### src/source/fpAddPkg.sv
`default_nettype none

package fpAddPkg;

	// binary16 field widths
	localparam int expW = 5;
	localparam int manW = 10;
	localparam int dataW = 16;
	localparam int sigW = 11;                   // Fraction plus hidden one
	localparam int grsW = 3;                    // Guard, round, sticky
	localparam int extW = sigW + grsW;          // Significand with grs tail
	localparam int expMax = 31;                 // All-ones exponent
	localparam logic [dataW-1:0] qNan = 16'h7E00;
	localparam int pipeDepth = 5;               // Input strobe to outVld

	typedef enum logic {
		opAdd = 1'b0,
		opSub = 1'b1
	} addSubOpE;

	// Ordered as in the flag word, MSB first
	typedef struct packed {
		logic overflow;
		logic underflow;
		logic invalid;
		logic inexact;
	} fpFlagsT;

	// Operand class carried down the pipe, overrides the datapath at the end
	typedef enum logic [1:0] {
		spNone,
		spNan,
		spInf,
		spInfMinusInf
	} specialE;

	typedef struct packed {
		logic [expW-1:0] exp;                   // Exponent of larger operand
		logic [sigW-1:0] sigL;                  // Larger significand
		logic [sigW-1:0] sigS;                  // Smaller significand
		logic [4:0] shift;                      // Exponent difference
		logic sign;
		logic effSub;
		specialE special;
	} unpackT;

	typedef struct packed {
		logic [expW-1:0] exp;
		logic [sigW-1:0] sigL;
		logic [extW-1:0] sigS;                  // Aligned, grs in low bits
		logic sign;
		logic effSub;
		specialE special;
	} alignT;

	typedef struct packed {
		logic [expW-1:0] exp;
		logic [extW:0] sum;                     // MSB catches the add carry
		logic sign;
		specialE special;
	} sumT;

	typedef struct packed {
		logic [expW:0] exp;                     // Extra bit for overflow
		logic [extW-1:0] sig;                   // Hidden one at MSB
		logic sign;
		logic zero;
		logic uflow;
		specialE special;
	} normT;

endpackage

`default_nettype wire

### src/source/fpAddSub.sv
`timescale 1ns/10ps
`default_nettype none

module fpAddSub (
	input logic aclk,
	input logic rst,
	input logic inVld,
	input logic [fpAddPkg::dataW-1:0] opA,
	input logic [fpAddPkg::dataW-1:0] opB,
	input fpAddPkg::addSubOpE op,
	output logic outVld,
	output logic [fpAddPkg::dataW-1:0] result,
	output fpAddPkg::fpFlagsT flags
);

	// Valid strobe rides next to each stage payload
	logic vld1, vld2, vld3, vld4;
	fpAddPkg::unpackT st1;
	fpAddPkg::alignT st2;
	fpAddPkg::sumT st3;
	fpAddPkg::normT st4;

	fpUnpackStage u_unpack (.aclk(aclk), .rst(rst), .inVld(inVld), .opA(opA), .opB(opB),
		.op(op), .vld(vld1), .stage(st1));

	fpAlignStage u_align (.aclk(aclk), .rst(rst), .inVld(vld1), .inStage(st1),
		.vld(vld2), .stage(st2));

	fpMantAddStage u_mantAdd (.aclk(aclk), .rst(rst), .inVld(vld2), .inStage(st2),
		.vld(vld3), .stage(st3));

	fpNormalizeStage u_normalize (.aclk(aclk), .rst(rst), .inVld(vld3), .inStage(st3),
		.vld(vld4), .stage(st4));

	fpRoundStage u_round (.aclk(aclk), .rst(rst), .inVld(vld4), .inStage(st4),
		.outVld(outVld), .result(result), .flags(flags));

endmodule

`default_nettype wire

### src/source/fpAlignStage.sv
`timescale 1ns/10ps
`default_nettype none

module fpAlignStage (
	input logic aclk,
	input logic rst,
	input logic inVld,
	input fpAddPkg::unpackT inStage,
	output logic vld,
	output fpAddPkg::alignT stage
);

	logic [2*fpAddPkg::extW-1:0] lvl1Wide;     // Kept half above the lost bits
	logic [fpAddPkg::extW-1:0] lvl1;
	logic [fpAddPkg::extW+fpAddPkg::grsW-1:0] lvl2Wide;
	logic [fpAddPkg::extW-1:0] lvl2;
	logic sticky1, sticky2;
	fpAddPkg::alignT stageNext;

	// Coarse level in steps of 4 up to 28
	assign lvl1Wide = {inStage.sigS, {fpAddPkg::grsW{1'b0}}, {fpAddPkg::extW{1'b0}}}
		>> {inStage.shift[4:2], 2'b00};
	assign lvl1 = lvl1Wide[2*fpAddPkg::extW-1:fpAddPkg::extW];
	// A shift of 28 pushes every bit out of the window
	assign sticky1 = (|lvl1Wide[fpAddPkg::extW-1:0])
		| ((&inStage.shift[4:2]) & (|inStage.sigS));

	// Fine level of 0 to 3
	assign lvl2Wide = {lvl1, {fpAddPkg::grsW{1'b0}}} >> inStage.shift[1:0];
	assign lvl2 = lvl2Wide[fpAddPkg::extW+fpAddPkg::grsW-1:fpAddPkg::grsW];
	assign sticky2 = |lvl2Wide[fpAddPkg::grsW-1:0];

	always_comb begin
		stageNext.exp = inStage.exp;
		stageNext.sigL = inStage.sigL;
		// Everything past the round bit folds into sticky
		stageNext.sigS = {lvl2[fpAddPkg::extW-1:1], lvl2[0] | sticky1 | sticky2};
		stageNext.sign = inStage.sign;
		stageNext.effSub = inStage.effSub;
		stageNext.special = inStage.special;
	end

	always_ff @(posedge aclk) begin
		if (rst)
			vld <= 1'b0;
		else
			vld <= inVld;
	end

	always_ff @(posedge aclk) begin
		stage <= stageNext;
	end

endmodule

`default_nettype wire

### src/source/fpMantAddStage.sv
`timescale 1ns/10ps
`default_nettype none

module fpMantAddStage (
	input logic aclk,
	input logic rst,
	input logic inVld,
	input fpAddPkg::alignT inStage,
	output logic vld,
	output fpAddPkg::sumT stage
);

	logic [fpAddPkg::extW:0] opBig;            // Larger, with empty grs tail
	logic [fpAddPkg::extW:0] opSmall;
	logic [fpAddPkg::extW:0] sumAdd;
	logic [fpAddPkg::extW:0] sumSub;
	fpAddPkg::sumT stageNext;

	assign opBig = {1'b0, inStage.sigL, {fpAddPkg::grsW{1'b0}}};
	assign opSmall = {1'b0, inStage.sigS};

	assign sumAdd = opBig + opSmall;            // Carry lands in MSB
	// Operands are ordered by magnitude, so this stays non-negative
	assign sumSub = opBig - opSmall;

	always_comb begin
		stageNext.exp = inStage.exp;
		stageNext.sum = inStage.effSub ? sumSub : sumAdd;
		stageNext.sign = inStage.sign;
		stageNext.special = inStage.special;
	end

	always_ff @(posedge aclk) begin
		if (rst)
			vld <= 1'b0;
		else
			vld <= inVld;
	end

	always_ff @(posedge aclk) begin
		stage <= stageNext;
	end

endmodule

`default_nettype wire

### src/source/fpNormalizeStage.sv
`timescale 1ns/10ps
`default_nettype none

module fpNormalizeStage (
	input logic aclk,
	input logic rst,
	input logic inVld,
	input fpAddPkg::sumT inStage,
	output logic vld,
	output fpAddPkg::normT stage
);

	logic carry;
	logic [fpAddPkg::extW-1:0] body;           // Sum below the carry bit
	logic [3:0] lz;                             // Leading zeros in body
	logic [fpAddPkg::extW-1:0] shifted;
	logic [fpAddPkg::expW:0] expWide;
	fpAddPkg::normT stageNext;

	assign carry = inStage.sum[fpAddPkg::extW];
	assign body = inStage.sum[fpAddPkg::extW-1:0];
	assign expWide = {1'b0, inStage.exp};

	// Priority search, highest set bit wins
	always_comb begin
		lz = 4'(fpAddPkg::extW - 1);
		for (int i = 0; i < fpAddPkg::extW; i++) begin
			if (body[i])
				lz = 4'(fpAddPkg::extW - 1 - i);
		end
	end

	assign shifted = body << lz;                 // Sticky moves up with the rest

	always_comb begin
		stageNext.sign = inStage.sign;
		stageNext.special = inStage.special;
		stageNext.zero = (inStage.sum == '0);
		if (carry) begin
			// One right, old round and sticky merge
			stageNext.sig = {inStage.sum[fpAddPkg::extW:2], inStage.sum[1] | inStage.sum[0]};
			stageNext.exp = expWide + 1'b1;
			stageNext.uflow = 1'b0;
		end else begin
			stageNext.sig = shifted;
			stageNext.exp = expWide - lz;         // Wraps on underflow, masked below
			// Exponent would hit zero or go negative
			stageNext.uflow = (inStage.sum != '0) && (expWide <= lz);
		end
	end

	always_ff @(posedge aclk) begin
		if (rst)
			vld <= 1'b0;
		else
			vld <= inVld;
	end

	always_ff @(posedge aclk) begin
		stage <= stageNext;
	end

endmodule

`default_nettype wire

### src/source/fpRoundStage.sv
`timescale 1ns/10ps
`default_nettype none

module fpRoundStage (
	input logic aclk,
	input logic rst,
	input logic inVld,
	input fpAddPkg::normT inStage,
	output logic outVld,
	output logic [fpAddPkg::dataW-1:0] result,
	output fpAddPkg::fpFlagsT flags
);

	logic guard, rnd, sticky;
	logic roundUp;
	logic lostBits;                             // Any grs bit set
	logic [fpAddPkg::sigW:0] rounded;          // Extra MSB for rounding carry
	logic [fpAddPkg::expW:0] expR;
	logic [fpAddPkg::dataW-1:0] infWord;
	logic [fpAddPkg::dataW-1:0] resultNext;
	fpAddPkg::fpFlagsT flagsNext;

	assign guard = inStage.sig[2];
	assign rnd = inStage.sig[1];
	assign sticky = inStage.sig[0];
	assign lostBits = |inStage.sig[fpAddPkg::grsW-1:0];

	// Nearest even, ties go up only on odd LSB
	assign roundUp = guard & (rnd | sticky | inStage.sig[fpAddPkg::grsW]);
	assign rounded = {1'b0, inStage.sig[fpAddPkg::extW-1:fpAddPkg::grsW]} + roundUp;
	assign expR = inStage.exp + rounded[fpAddPkg::sigW]; // 1.111.. rolls to 10.000..

	assign infWord = {inStage.sign, {fpAddPkg::expW{1'b1}}, {fpAddPkg::manW{1'b0}}};

	always_comb begin
		flagsNext = '0;
		resultNext = {inStage.sign, expR[fpAddPkg::expW-1:0], rounded[fpAddPkg::manW-1:0]};
		if (inStage.special == fpAddPkg::spNan || inStage.special == fpAddPkg::spInfMinusInf) begin
			resultNext = fpAddPkg::qNan;
			flagsNext.invalid = 1'b1;
		end else if (inStage.special == fpAddPkg::spInf) begin
			resultNext = infWord;                // Exact infinity, no inexact
			flagsNext.overflow = 1'b1;
		end else if (inStage.zero) begin
			resultNext = '0;                     // Exact cancellation gives +0
		end else if (inStage.uflow) begin
			resultNext = {inStage.sign, {(fpAddPkg::dataW-1){1'b0}}}; // Flush
			flagsNext.underflow = 1'b1;
			flagsNext.inexact = 1'b1;
		end else if (expR >= fpAddPkg::expMax) begin
			resultNext = infWord;
			flagsNext.overflow = 1'b1;
			flagsNext.inexact = 1'b1;
		end else begin
			flagsNext.inexact = lostBits;
		end
	end

	always_ff @(posedge aclk) begin
		if (rst)
			outVld <= 1'b0;
		else
			outVld <= inVld;
	end

	always_ff @(posedge aclk) begin
		result <= resultNext;
		flags <= flagsNext;
	end

endmodule

`default_nettype wire

### src/source/fpUnpackStage.sv
`timescale 1ns/10ps
`default_nettype none

module fpUnpackStage (
	input logic aclk,
	input logic rst,
	input logic inVld,
	input logic [fpAddPkg::dataW-1:0] opA,
	input logic [fpAddPkg::dataW-1:0] opB,
	input fpAddPkg::addSubOpE op,
	output logic vld,
	output fpAddPkg::unpackT stage
);

	logic [fpAddPkg::expW-1:0] expA, expB;
	logic [fpAddPkg::manW-1:0] fracA, fracB;
	logic signA, signB;
	logic zeroA, zeroB;
	logic nanA, nanB, infA, infB;
	logic [fpAddPkg::dataW-2:0] magA, magB;    // Magnitude without sign
	logic [fpAddPkg::sigW-1:0] sigA, sigB;
	logic aLarger;
	fpAddPkg::unpackT stageNext;

	assign expA = opA[fpAddPkg::dataW-2:fpAddPkg::manW];
	assign expB = opB[fpAddPkg::dataW-2:fpAddPkg::manW];
	assign fracA = opA[fpAddPkg::manW-1:0];
	assign fracB = opB[fpAddPkg::manW-1:0];
	assign signA = opA[fpAddPkg::dataW-1];
	assign signB = opB[fpAddPkg::dataW-1] ^ (op == fpAddPkg::opSub); // Sub flips B

	// No subnormals, exponent zero means zero
	assign zeroA = (expA == '0);
	assign zeroB = (expB == '0);
	assign nanA = (expA == fpAddPkg::expMax) && (fracA != '0);
	assign nanB = (expB == fpAddPkg::expMax) && (fracB != '0);
	assign infA = (expA == fpAddPkg::expMax) && (fracA == '0);
	assign infB = (expB == fpAddPkg::expMax) && (fracB == '0);

	assign sigA = zeroA ? '0 : {1'b1, fracA};     // Hidden one restored
	assign sigB = zeroB ? '0 : {1'b1, fracB};
	assign magA = zeroA ? '0 : opA[fpAddPkg::dataW-2:0];
	assign magB = zeroB ? '0 : opB[fpAddPkg::dataW-2:0];
	assign aLarger = (magA >= magB);              // Ties go to A

	always_comb begin
		stageNext.exp = aLarger ? expA : expB;
		stageNext.sigL = aLarger ? sigA : sigB;
		stageNext.sigS = aLarger ? sigB : sigA;
		stageNext.shift = aLarger ? expA - expB : expB - expA; // Never negative
		stageNext.sign = aLarger ? signA : signB;    // Larger operand sets the sign
		stageNext.effSub = signA ^ signB;
		if (nanA || nanB)
			stageNext.special = fpAddPkg::spNan;
		else if (infA && infB && (signA ^ signB))
			stageNext.special = fpAddPkg::spInfMinusInf;
		else if (infA || infB)
			stageNext.special = fpAddPkg::spInf;
		else
			stageNext.special = fpAddPkg::spNone;
	end

	always_ff @(posedge aclk) begin
		if (rst)
			vld <= 1'b0;
		else
			vld <= inVld;
	end

	always_ff @(posedge aclk) begin
		stage <= stageNext;
	end

endmodule

`default_nettype wire
### config.mk
export PLATFORM = sky130hd
export DESIGN_NAME = fpAddSub
export DESIGN_NICKNAME = d
export VERILOG_FILES = /design/src/source/fpAddPkg.sv /design/src/source/fpAddSub.sv /design/src/source/fpAlignStage.sv /design/src/source/fpMantAddStage.sv /design/src/source/fpNormalizeStage.sv /design/src/source/fpRoundStage.sv /design/src/source/fpUnpackStage.sv
export SDC_FILE = /design/constraint.sdc
export NUM_CORES = 1
export LEC_CHECK = 0
export BUFFER_PORTS_ARGS = -buffer_cell sky130_fd_sc_hd__buf_4
export CORE_MARGIN = 3
export CORE_UTILIZATION = 25
export DETAILED_ROUTE_END_ITERATION = 8
export GPL_TIMING_DRIVEN = 0
export PLACE_DENSITY_LB_ADDON = 0.05
export SLEW_MARGIN = 20
export SYNTH_ARGS = -nofsm -noshare
export SYNTH_HDL_FRONTEND = slang
export SYNTH_SLANG_ARGS = --single-unit
### constraint.sdc
create_clock -name aclk -period 4.5 [get_ports aclk]
set_input_delay 0.45 -clock aclk [delete_from_list [all_inputs] [get_ports aclk]]
set_output_delay 0.45 -clock aclk [all_outputs]
set_load 0.005 [all_outputs]
==> summary.md, run 1 <==
| Metric | Value |
|---|---|
| Hold Crit Class | primary input to flip-flop |
| Hold_sp | rst |
| Slew margin rel. | 0.347 |
| Placed Instances | 1276 |
| Cts hold-fix bufs | 0 |
| Worst-Margin Slew | around 970 ps |
| Row cnt | 61 |
| Worst-path clk slew | 70 ps |
| Post-synthesis mux area share | 0.0487 |
| Largest net degree at the start of global routing | 19 |
| Data required time of the worst path | between 4000 and 5000 ps |
| Power density cells | about 620 nW/µm² |
| Final setup TNS | 0 ps |
| Min setup slack post-route | around 1300 ps |
| Switching share of power | 0.398 |
| Core box area | about 28000 µm² |
| DRT antenna net count | 0 |
| Initial antenna violation count | 0 |
| Fin crit period | approximately 3200 ps |
| Clock sinks | 143 |
| Initial DRC count | between 300 and 400 |
| Io pins | 57 |
| Initial core utilization | 0.258 |
| DRT Pass-1 Iters | 4 |
| Setup Viol. Count Final | 0 |
| GPL Wtd Cong | around 0.83 |
| Peak VDD IR | between 0.0002 and 0.0003 V |
| Number of global-route vias before repair | 6075 |
| Gate Count Post-Synth | between 800 and 900 |
| Final Hold Viols | 0 |
| Root buffer cell | clkbuf_16 |
| DRC errors left | 0 |
| GRT overflow | 0 |
| Worst-path fanout max | 10 |
| Share of cells above drive strength 1 | 0.132 |
| Commonest non-fill, non-tap cell in the layout | dfxtp_1 |
| Internal | around 0.0033 W |
| Worst hold stages | 2 |
| Post-Synth XOR/XNOR Area | 0.0409 |
| Combinational power share | 0.385 |
| First-pass GRT wire length | roughly 33 mm |
| Diode count | 0 |
| Cts bufs inserted | 17 |
| Status | finished, final reports clean |
| Nets | slightly above 1000 |
| Sequential area share after synthesis | 0.394 |
| CTS tree | built |
| Reg2reg path depth | 12 |
| Clk Latency, worst-skew pair | 420 ps |
| Final period util | 0.720 |
| Post-Synth Adder-Cell Area | 0.104 |
| Via density | 4.61 |
| Synth async-reset ratio | 0 |
| DP Worst Slack | roughly 840 ps |
| Worst setup EP type | flip-flop |
| Final WL | a little under 20 mm |
| Final slew viol count | 0 |
| H-tree levels | 4 |
| Port buffer count | 56 |
| RSZ-0062 raised after global routing | no |
| Critical path class | flip-flop to flip-flop |
| Die height | roughly 180 µm |
| Buffer count from post-CTS setup fixing | 0 |
| Mapped Area | slightly above 7000 µm² |
| DPL Wire Length | around 16 mm |
| Vias | 6035 |
| Reg2Reg Launch Point | u_normalize.stage[7] |
| R2R Setup Slk | roughly 1300 ps |
| Mapped Nets | around 940 |
| Area delta synth->final | 20.7% |
| Synth Area in Simple Gates | 0.185 |
| Tot Pwr | roughly 0.0055 W |
| GRT Total Usage | 0.132 |
| Clock power frac | 0.258 |
| Reg-to-Reg End | u_round.result[9] |
| CP Launch Type | flip-flop |
| Mapped Avg Cell Area | ~8.6 µm² |
| Complex-gate fraction of the synthesized area | 0.172 |
| Number of enable flip-flop cells after synthesis | 0 |
| Cts repair resizes | 0 |
| Leakage Power | 3.79 nW |
| Sequential share of power | 0.356 |
| Detailed-route wire length per cell | between 15 and 20 µm |
| Yosys warnings | 0 |
| Arrival time worst endpoint | 3590 ps |
| Clk_skew | approximately 16 ps |
| Top_reg_cell synth | dfxtp_1 |
| MaxCap Viol Count | 0 |
| Die width | roughly 180 µm |
| Main combinational cell family by area after synthesis | simple AND/OR/NAND/NOR gates |
| Netlist cell types | 67 |
| Worst hold endpoint | u_normalize.vld |
| Commonest non-fill, non-tap cells in the layout | dfxtp_1, nand2_1, inv_1, o21ai_0, buf_4 |
| Max clock buf depth | 2 |
| Synth Register Bits | between 100 and 150 |
| Total Die Area | 31200 µm² |
| Layout Cells excl Fill | 1308 |
| Max Clk Rate | between 300 and 400 MHz |
| Sw Pwr | roughly 0.0022 W |
power by group through the flow:
stage / logic (W) / clock network, W / registers, W
6_report: 0.00211 / 0.00141 / 0.00195
5_1_grt: 0.00237 / 0.00152 / 0.00200
4_1_cts: 0.00212 / 0.00147 / 0.00196
3_5_place_dp: 0.00211 / 0 / 0.00199
3_3_place_gp: 0.00215 / 0 / 0.00198
2_1_floorplan: 0.00150 / 0 / 0.00186
layout make-up:
class	instances	area, µm²
fillers	3082	19500
plain buffers	37	161
flip-flops and latches	143	2860
multi-input cells	597	4000
repair buffers	56	420
well taps	378	473
inverters	65	246
clock inverters	15	189
clock buffers	17	425
layer usage:
layer  part of all wire  GRT usage
met3              0.025     0.0215
met2               0.47      0.218
met5                  0          0
met1               0.49      0.176
met4              0.015     0.0403
synth_stat cells (all sizes together) (4+ instances only):
cell type / count / share of area
xor2: 14 / 0.017
ha: 54 / 0.093
nor2: 52 / 0.027
a21o: 15 / 0.015
nor4: 13 / 0.011
a22oi: 5 / 0.0052
or2: 4 / 0.0034
nand2b: 14 / 0.012
mux2: 11 / 0.017
a221oi: 4 / 0.0065
nand3: 53 / 0.036
nor2b: 11 / 0.0095
nand2: 80 / 0.041
nor3: 21 / 0.014
inv: 65 / 0.034
clkbuf: 26 / 0.013
fa: 4 / 0.011
o31ai: 4 / 0.0041
xnor2: 20 / 0.024
o211ai: 9 / 0.010
or4: 4 / 0.0041
a211oi: 7 / 0.0072
o21bai: 5 / 0.0052
nand4: 6 / 0.0052
dfxtp: 143 / 0.39
mux2i: 23 / 0.032
o21ai: 60 / 0.042
a21oi: 46 / 0.032
and2: 4 / 0.0034
and3: 6 / 0.0052
buf: 11 / 0.0088
a31oi: 6 / 0.0052
critical path, stage by stage (launching register included):
cell	delay, ps
dfxtp_1	370
and2_1	170
nand3_1	140
nor3_1	300
and3_1	250
and3_1	200
ha_1	210
ha_1	190
nand3_1	100
xnor2_1	150
a311oi_1	440
nand3_1	400
o21bai_1	250
logic make-up (layout without fill, tap and decap cells):
family | count (synthesis) | in the layout
simple gates | 279 | 279
compound gates | 192 | 192
flops | 143 | 143
buf+inv | 102 | 190
fa+ha+maj | 58 | 58
xor+xnor | 34 | 34
mux | 34 | 34
how the worst max path moves through the flow:
stage | start | slack [ps] | cells past startpoint | endpoint
2_1_floorplan | opA[12] | 1740 | 12 | u_unpack.stage[35]
3_3_place_gp | opA[12] | 820 | 14 | u_unpack.stage[8]
4_1_cts | u_normalize.stage[7] | 1210 | 12 | u_round.result[9]
6_report | u_normalize.stage[7] | 1260 | 12 | u_round.result[9]
5_1_grt | u_normalize.stage[7] | 780 | 12 | u_round.result[9]
3_5_place_dp | opA[12] | 840 | 14 | u_unpack.stage[8]
registers in the layout, summed over array words and instances (netlist names):
name               count
u_align.stage         34
u_align.vld            1
u_mantAdd.stage       23
u_mantAdd.vld          1
u_normalize.stage     25
u_normalize.vld        1
u_round.flags          4
u_round.outVld         1
u_round.result        16
u_unpack.stage        36
u_unpack.vld           1
metrics by stage:
step / util / hold WS (ps) / area, µm²
after global routing: 0.311 / 195 / 8780
final: 0.311 / 211 / 8780
after global placement: 0.289 / 311 / 8170
after detailed placement: 0.289 / 312 / 8170
after CTS: 0.311 / 189 / 8780
after floorplan: - / 310 / 7270
Power figures use the tool's default switching activity.
==> run 2: changes to the inputs <==
Clock period 4.5 ns to 2.65 ns, I/O delays scaled along.
==> run 2 against run 1 <==
Compared with the run above: first-iteration DRC count is 21% higher; design area is 5.3% higher; global-route usage is 0.29 points higher; power is 77% higher; largest power group unchanged; critical path depth is 1 higher; setup slack worse by 1300 ps; sequential power is 75% higher; die area stayed put; register-to-register slack worse by 1300 ps; critical endpoint is now u_round.result[10]; count of clock-buffer cells in the layout stayed put; non-clock buffer count is 20 higher; fmax is 22% higher; critical path type unchanged.
==> summary.md, run 2 (synthesized netlist as in run 1, its figures left out) <==
| Metric | Value |
|---|---|
| Initial DRC count | 389 (was 322) |
| Commonest non-fill, non-tap cells in the layout | dfxtp_1, nand2_1, buf_4, inv_1, o21ai_0 (was dfxtp_1, nand2_1, inv_1, o21ai_0, buf_4) |
| Final Hold Viols | 0 (unchanged) |
| Setup Viol. Count Final | 0 (unchanged) |
| Largest regs | u_unpack.stage: 36 flops, u_align.stage: 34 flops, u_normalize.stage: 25 flops (unchanged) |
| Io pins | 57 (unchanged) |
| Worst setup EP type | flip-flop (unchanged) |
| DRT antenna net count | 0 (unchanged) |
| Final setup TNS | 0 ps (unchanged) |
| Multi-input combinational cell area | 4270 µm² (was 4000 µm²) |
| Hold Crit Class | primary input to flip-flop (unchanged) |
| Power density cells | 1050 nW/µm² (was 623 nW/µm²) |
| GRT Total Usage | 0.135 (was 0.132) |
| DRT Pass-1 Iters | 4 (unchanged) |
| MaxCap Viol Count | 0 (unchanged) |
| Placed Instances | 1276 (unchanged) |
| Finished Core Util | 0.328 (was 0.311) |
| GPL Wtd Cong | 0.832 (unchanged) |
| Fin crit period | 2650 ps (was 3240 ps) |
| Arrival time worst endpoint | 2970 ps (was 3590 ps) |
| Core box area | 28200 µm² (unchanged) |
| Vias | 6177 (was 6035) |
| Largest reg by FF count | u_unpack.stage (unchanged) |
| Leakage Power | 3.97 nW (was 3.79 nW) |
| Data required time of the worst path | 2970 ps (was 4850 ps) |
| Clk Latency, worst-skew pair | 430 ps (was 420 ps) |
| CTS tree | built (unchanged) |
| Max clock buf depth | 2 (unchanged) |
| Fillers | 3060 (was 3082) |
| Clock sinks | 143 (unchanged) |
| Max Clk Rate | 378 MHz (was 309 MHz) |
| Detailed-route wire length per cell | 15.4 µm (was 15.1 µm) |
| Number of global-route vias before repair | 6186 (was 6075) |
| RSZ-0062 raised after global routing | yes (was no) |
| Diode count | 0 (unchanged) |
| Final WL | 20.5 mm (was 19.8 mm) |
| Via density | 4.65 (was 4.61) |
| Initial core utilization | 0.258 (unchanged) |
| H-tree levels | 4 (unchanged) |
| Share of cells above drive strength 1 | 0.197 (was 0.132) |
| Commonest non-fill, non-tap cell in the layout | dfxtp_1 (unchanged) |
| Final slew viol count | 0 (unchanged) |
| Worst-path fanout max | 3 (was 10) |
| Root buffer cell | clkbuf_16 (unchanged) |
| Critical path class | flip-flop to flip-flop (unchanged) |
| Slew margin rel. | 0.442 (was 0.347) |
| Row cnt | 61 (unchanged) |
| DRC errors left | 0 (unchanged) |
| Final period util | 0.999 (was 0.720) |
| First-pass GRT wire length | 33.4 mm (was 32.8 mm) |
| Max reg flops | 36 (unchanged) |
| Largest net degree at the start of global routing | 19 (unchanged) |
| CP Launch Type | flip-flop (unchanged) |
| Clk_skew | 22.8 ps (was 16.2 ps) |
| DPL Wire Length | 15.8 mm (unchanged) |
| Nets | 1032 (was 1011) |
| Cts bufs inserted | 17 (unchanged) |
| Initial antenna violation count | 0 (unchanged) |
| Worst-path clk slew | 70 ps (about the same) |
| GRT overflow | 0 (unchanged) |
| Area delta synth->final | 27.2% (was 20.7%) |
| Total Die Area | 31200 µm² (unchanged) |
| Peak VDD IR | 0.000463 V (was 0.000274 V) |
| Tot Pwr | 0.00969 W (was 0.00547 W) |
| Worst-Margin Slew | 833 ps (was 971 ps) |
| Die width | 177 µm (unchanged) |
| Status | finished, final reports clean (unchanged) |
| Layout Cells excl Fill | 1329 (was 1308) |
| Die height | 177 µm (unchanged) |
| FF/Latch Area | 2870 µm² (was 2860 µm²) |
| Port buffer count | 56 (unchanged) |
run 2: cell count changes in the layout (fill, tap and decap cells not counted), sizes merged:
cell	before	now
nand3	53	54
buf	67	89
clkbuf	43	41
run 2: layer usage:
metal,global-route usage,vias up,share of wire
met2,0.221,105,0.47
li1,-,3157,-
met3,0.0232,20,0.025
met1,0.180,2895,0.49
met4,0.0455,0,0.015
met5,0,-,0
run 2: area by class of cell:
cell class | count | area share
clock inverters | 15 | 0.0204
plain buffers | 34 | 0.0180
inverters | 65 | 0.0266
multi-input cells | 598 | 0.462
clock buffers | 17 | 0.0460
flip-flops and latches | 143 | 0.311
well taps | 378 | 0.0511
repair buffers | 79 | 0.0652
run 2: worst max-delay path: stages (launching register included):
cell and delay (ps):
dfxtp_2 330, and2_4 160, nand3_4 90, nor3_4 190, and3_4 220, and3_4 190, ha_4 150, ha_4 160
nand3_4 100, xnor2_4 170, a311oi_4 350, nand2b_4 210, nand2_4 50, a21o_1 170
run 2: power by group:
part | leakage [nW] | internal, W | switching [W] | total (W)
Sequential | 1.20 | 0.00280 | 0.000610 | 0.00341
Combinational | 2.47 | 0.00173 | 0.00215 | 0.00388
Clock | 0.299 | 0.00129 | 0.00112 | 0.00240
Total | 3.97 | 0.00582 | 0.00388 | 0.00969
run 2: stage by stage:
| step | area, µm² | worst slack (ps) | hold WS, ps |
|---|---|---|---|
| 2_1_floorplan | 7270 | 21.8 | 310 |
| 3_3_place_gp | 8170 | -850 | 311 |
| 3_5_place_dp | 8170 | -827 | 312 |
| 4_1_cts | 9060 | 13.0 | 3.83 |
| 5_1_grt | 9250 | -122 | 10.5 |
| 6_report | 9250 | 3.45 | 24.4 |
run 2: worst paths after layout:
path	cells after the start	to	slack, ps	startpoint
setup / recovery	13	u_round.result[10]	3	u_normalize.stage[8]
setup reg to reg	13	u_round.result[10]	3	u_normalize.stage[8]
hold reg to reg	0	u_align.stage[24]	330	u_unpack.stage[26]
hold / removal	2	u_normalize.vld	20	rst
run 2: repair_timing:
item,CTS,global route
setup endpoints to repair,47,51
buffers inserted,15,7
gates resized for setup,35,31
pin swaps,10,16
cloned,1,1
hold buffers,0,0
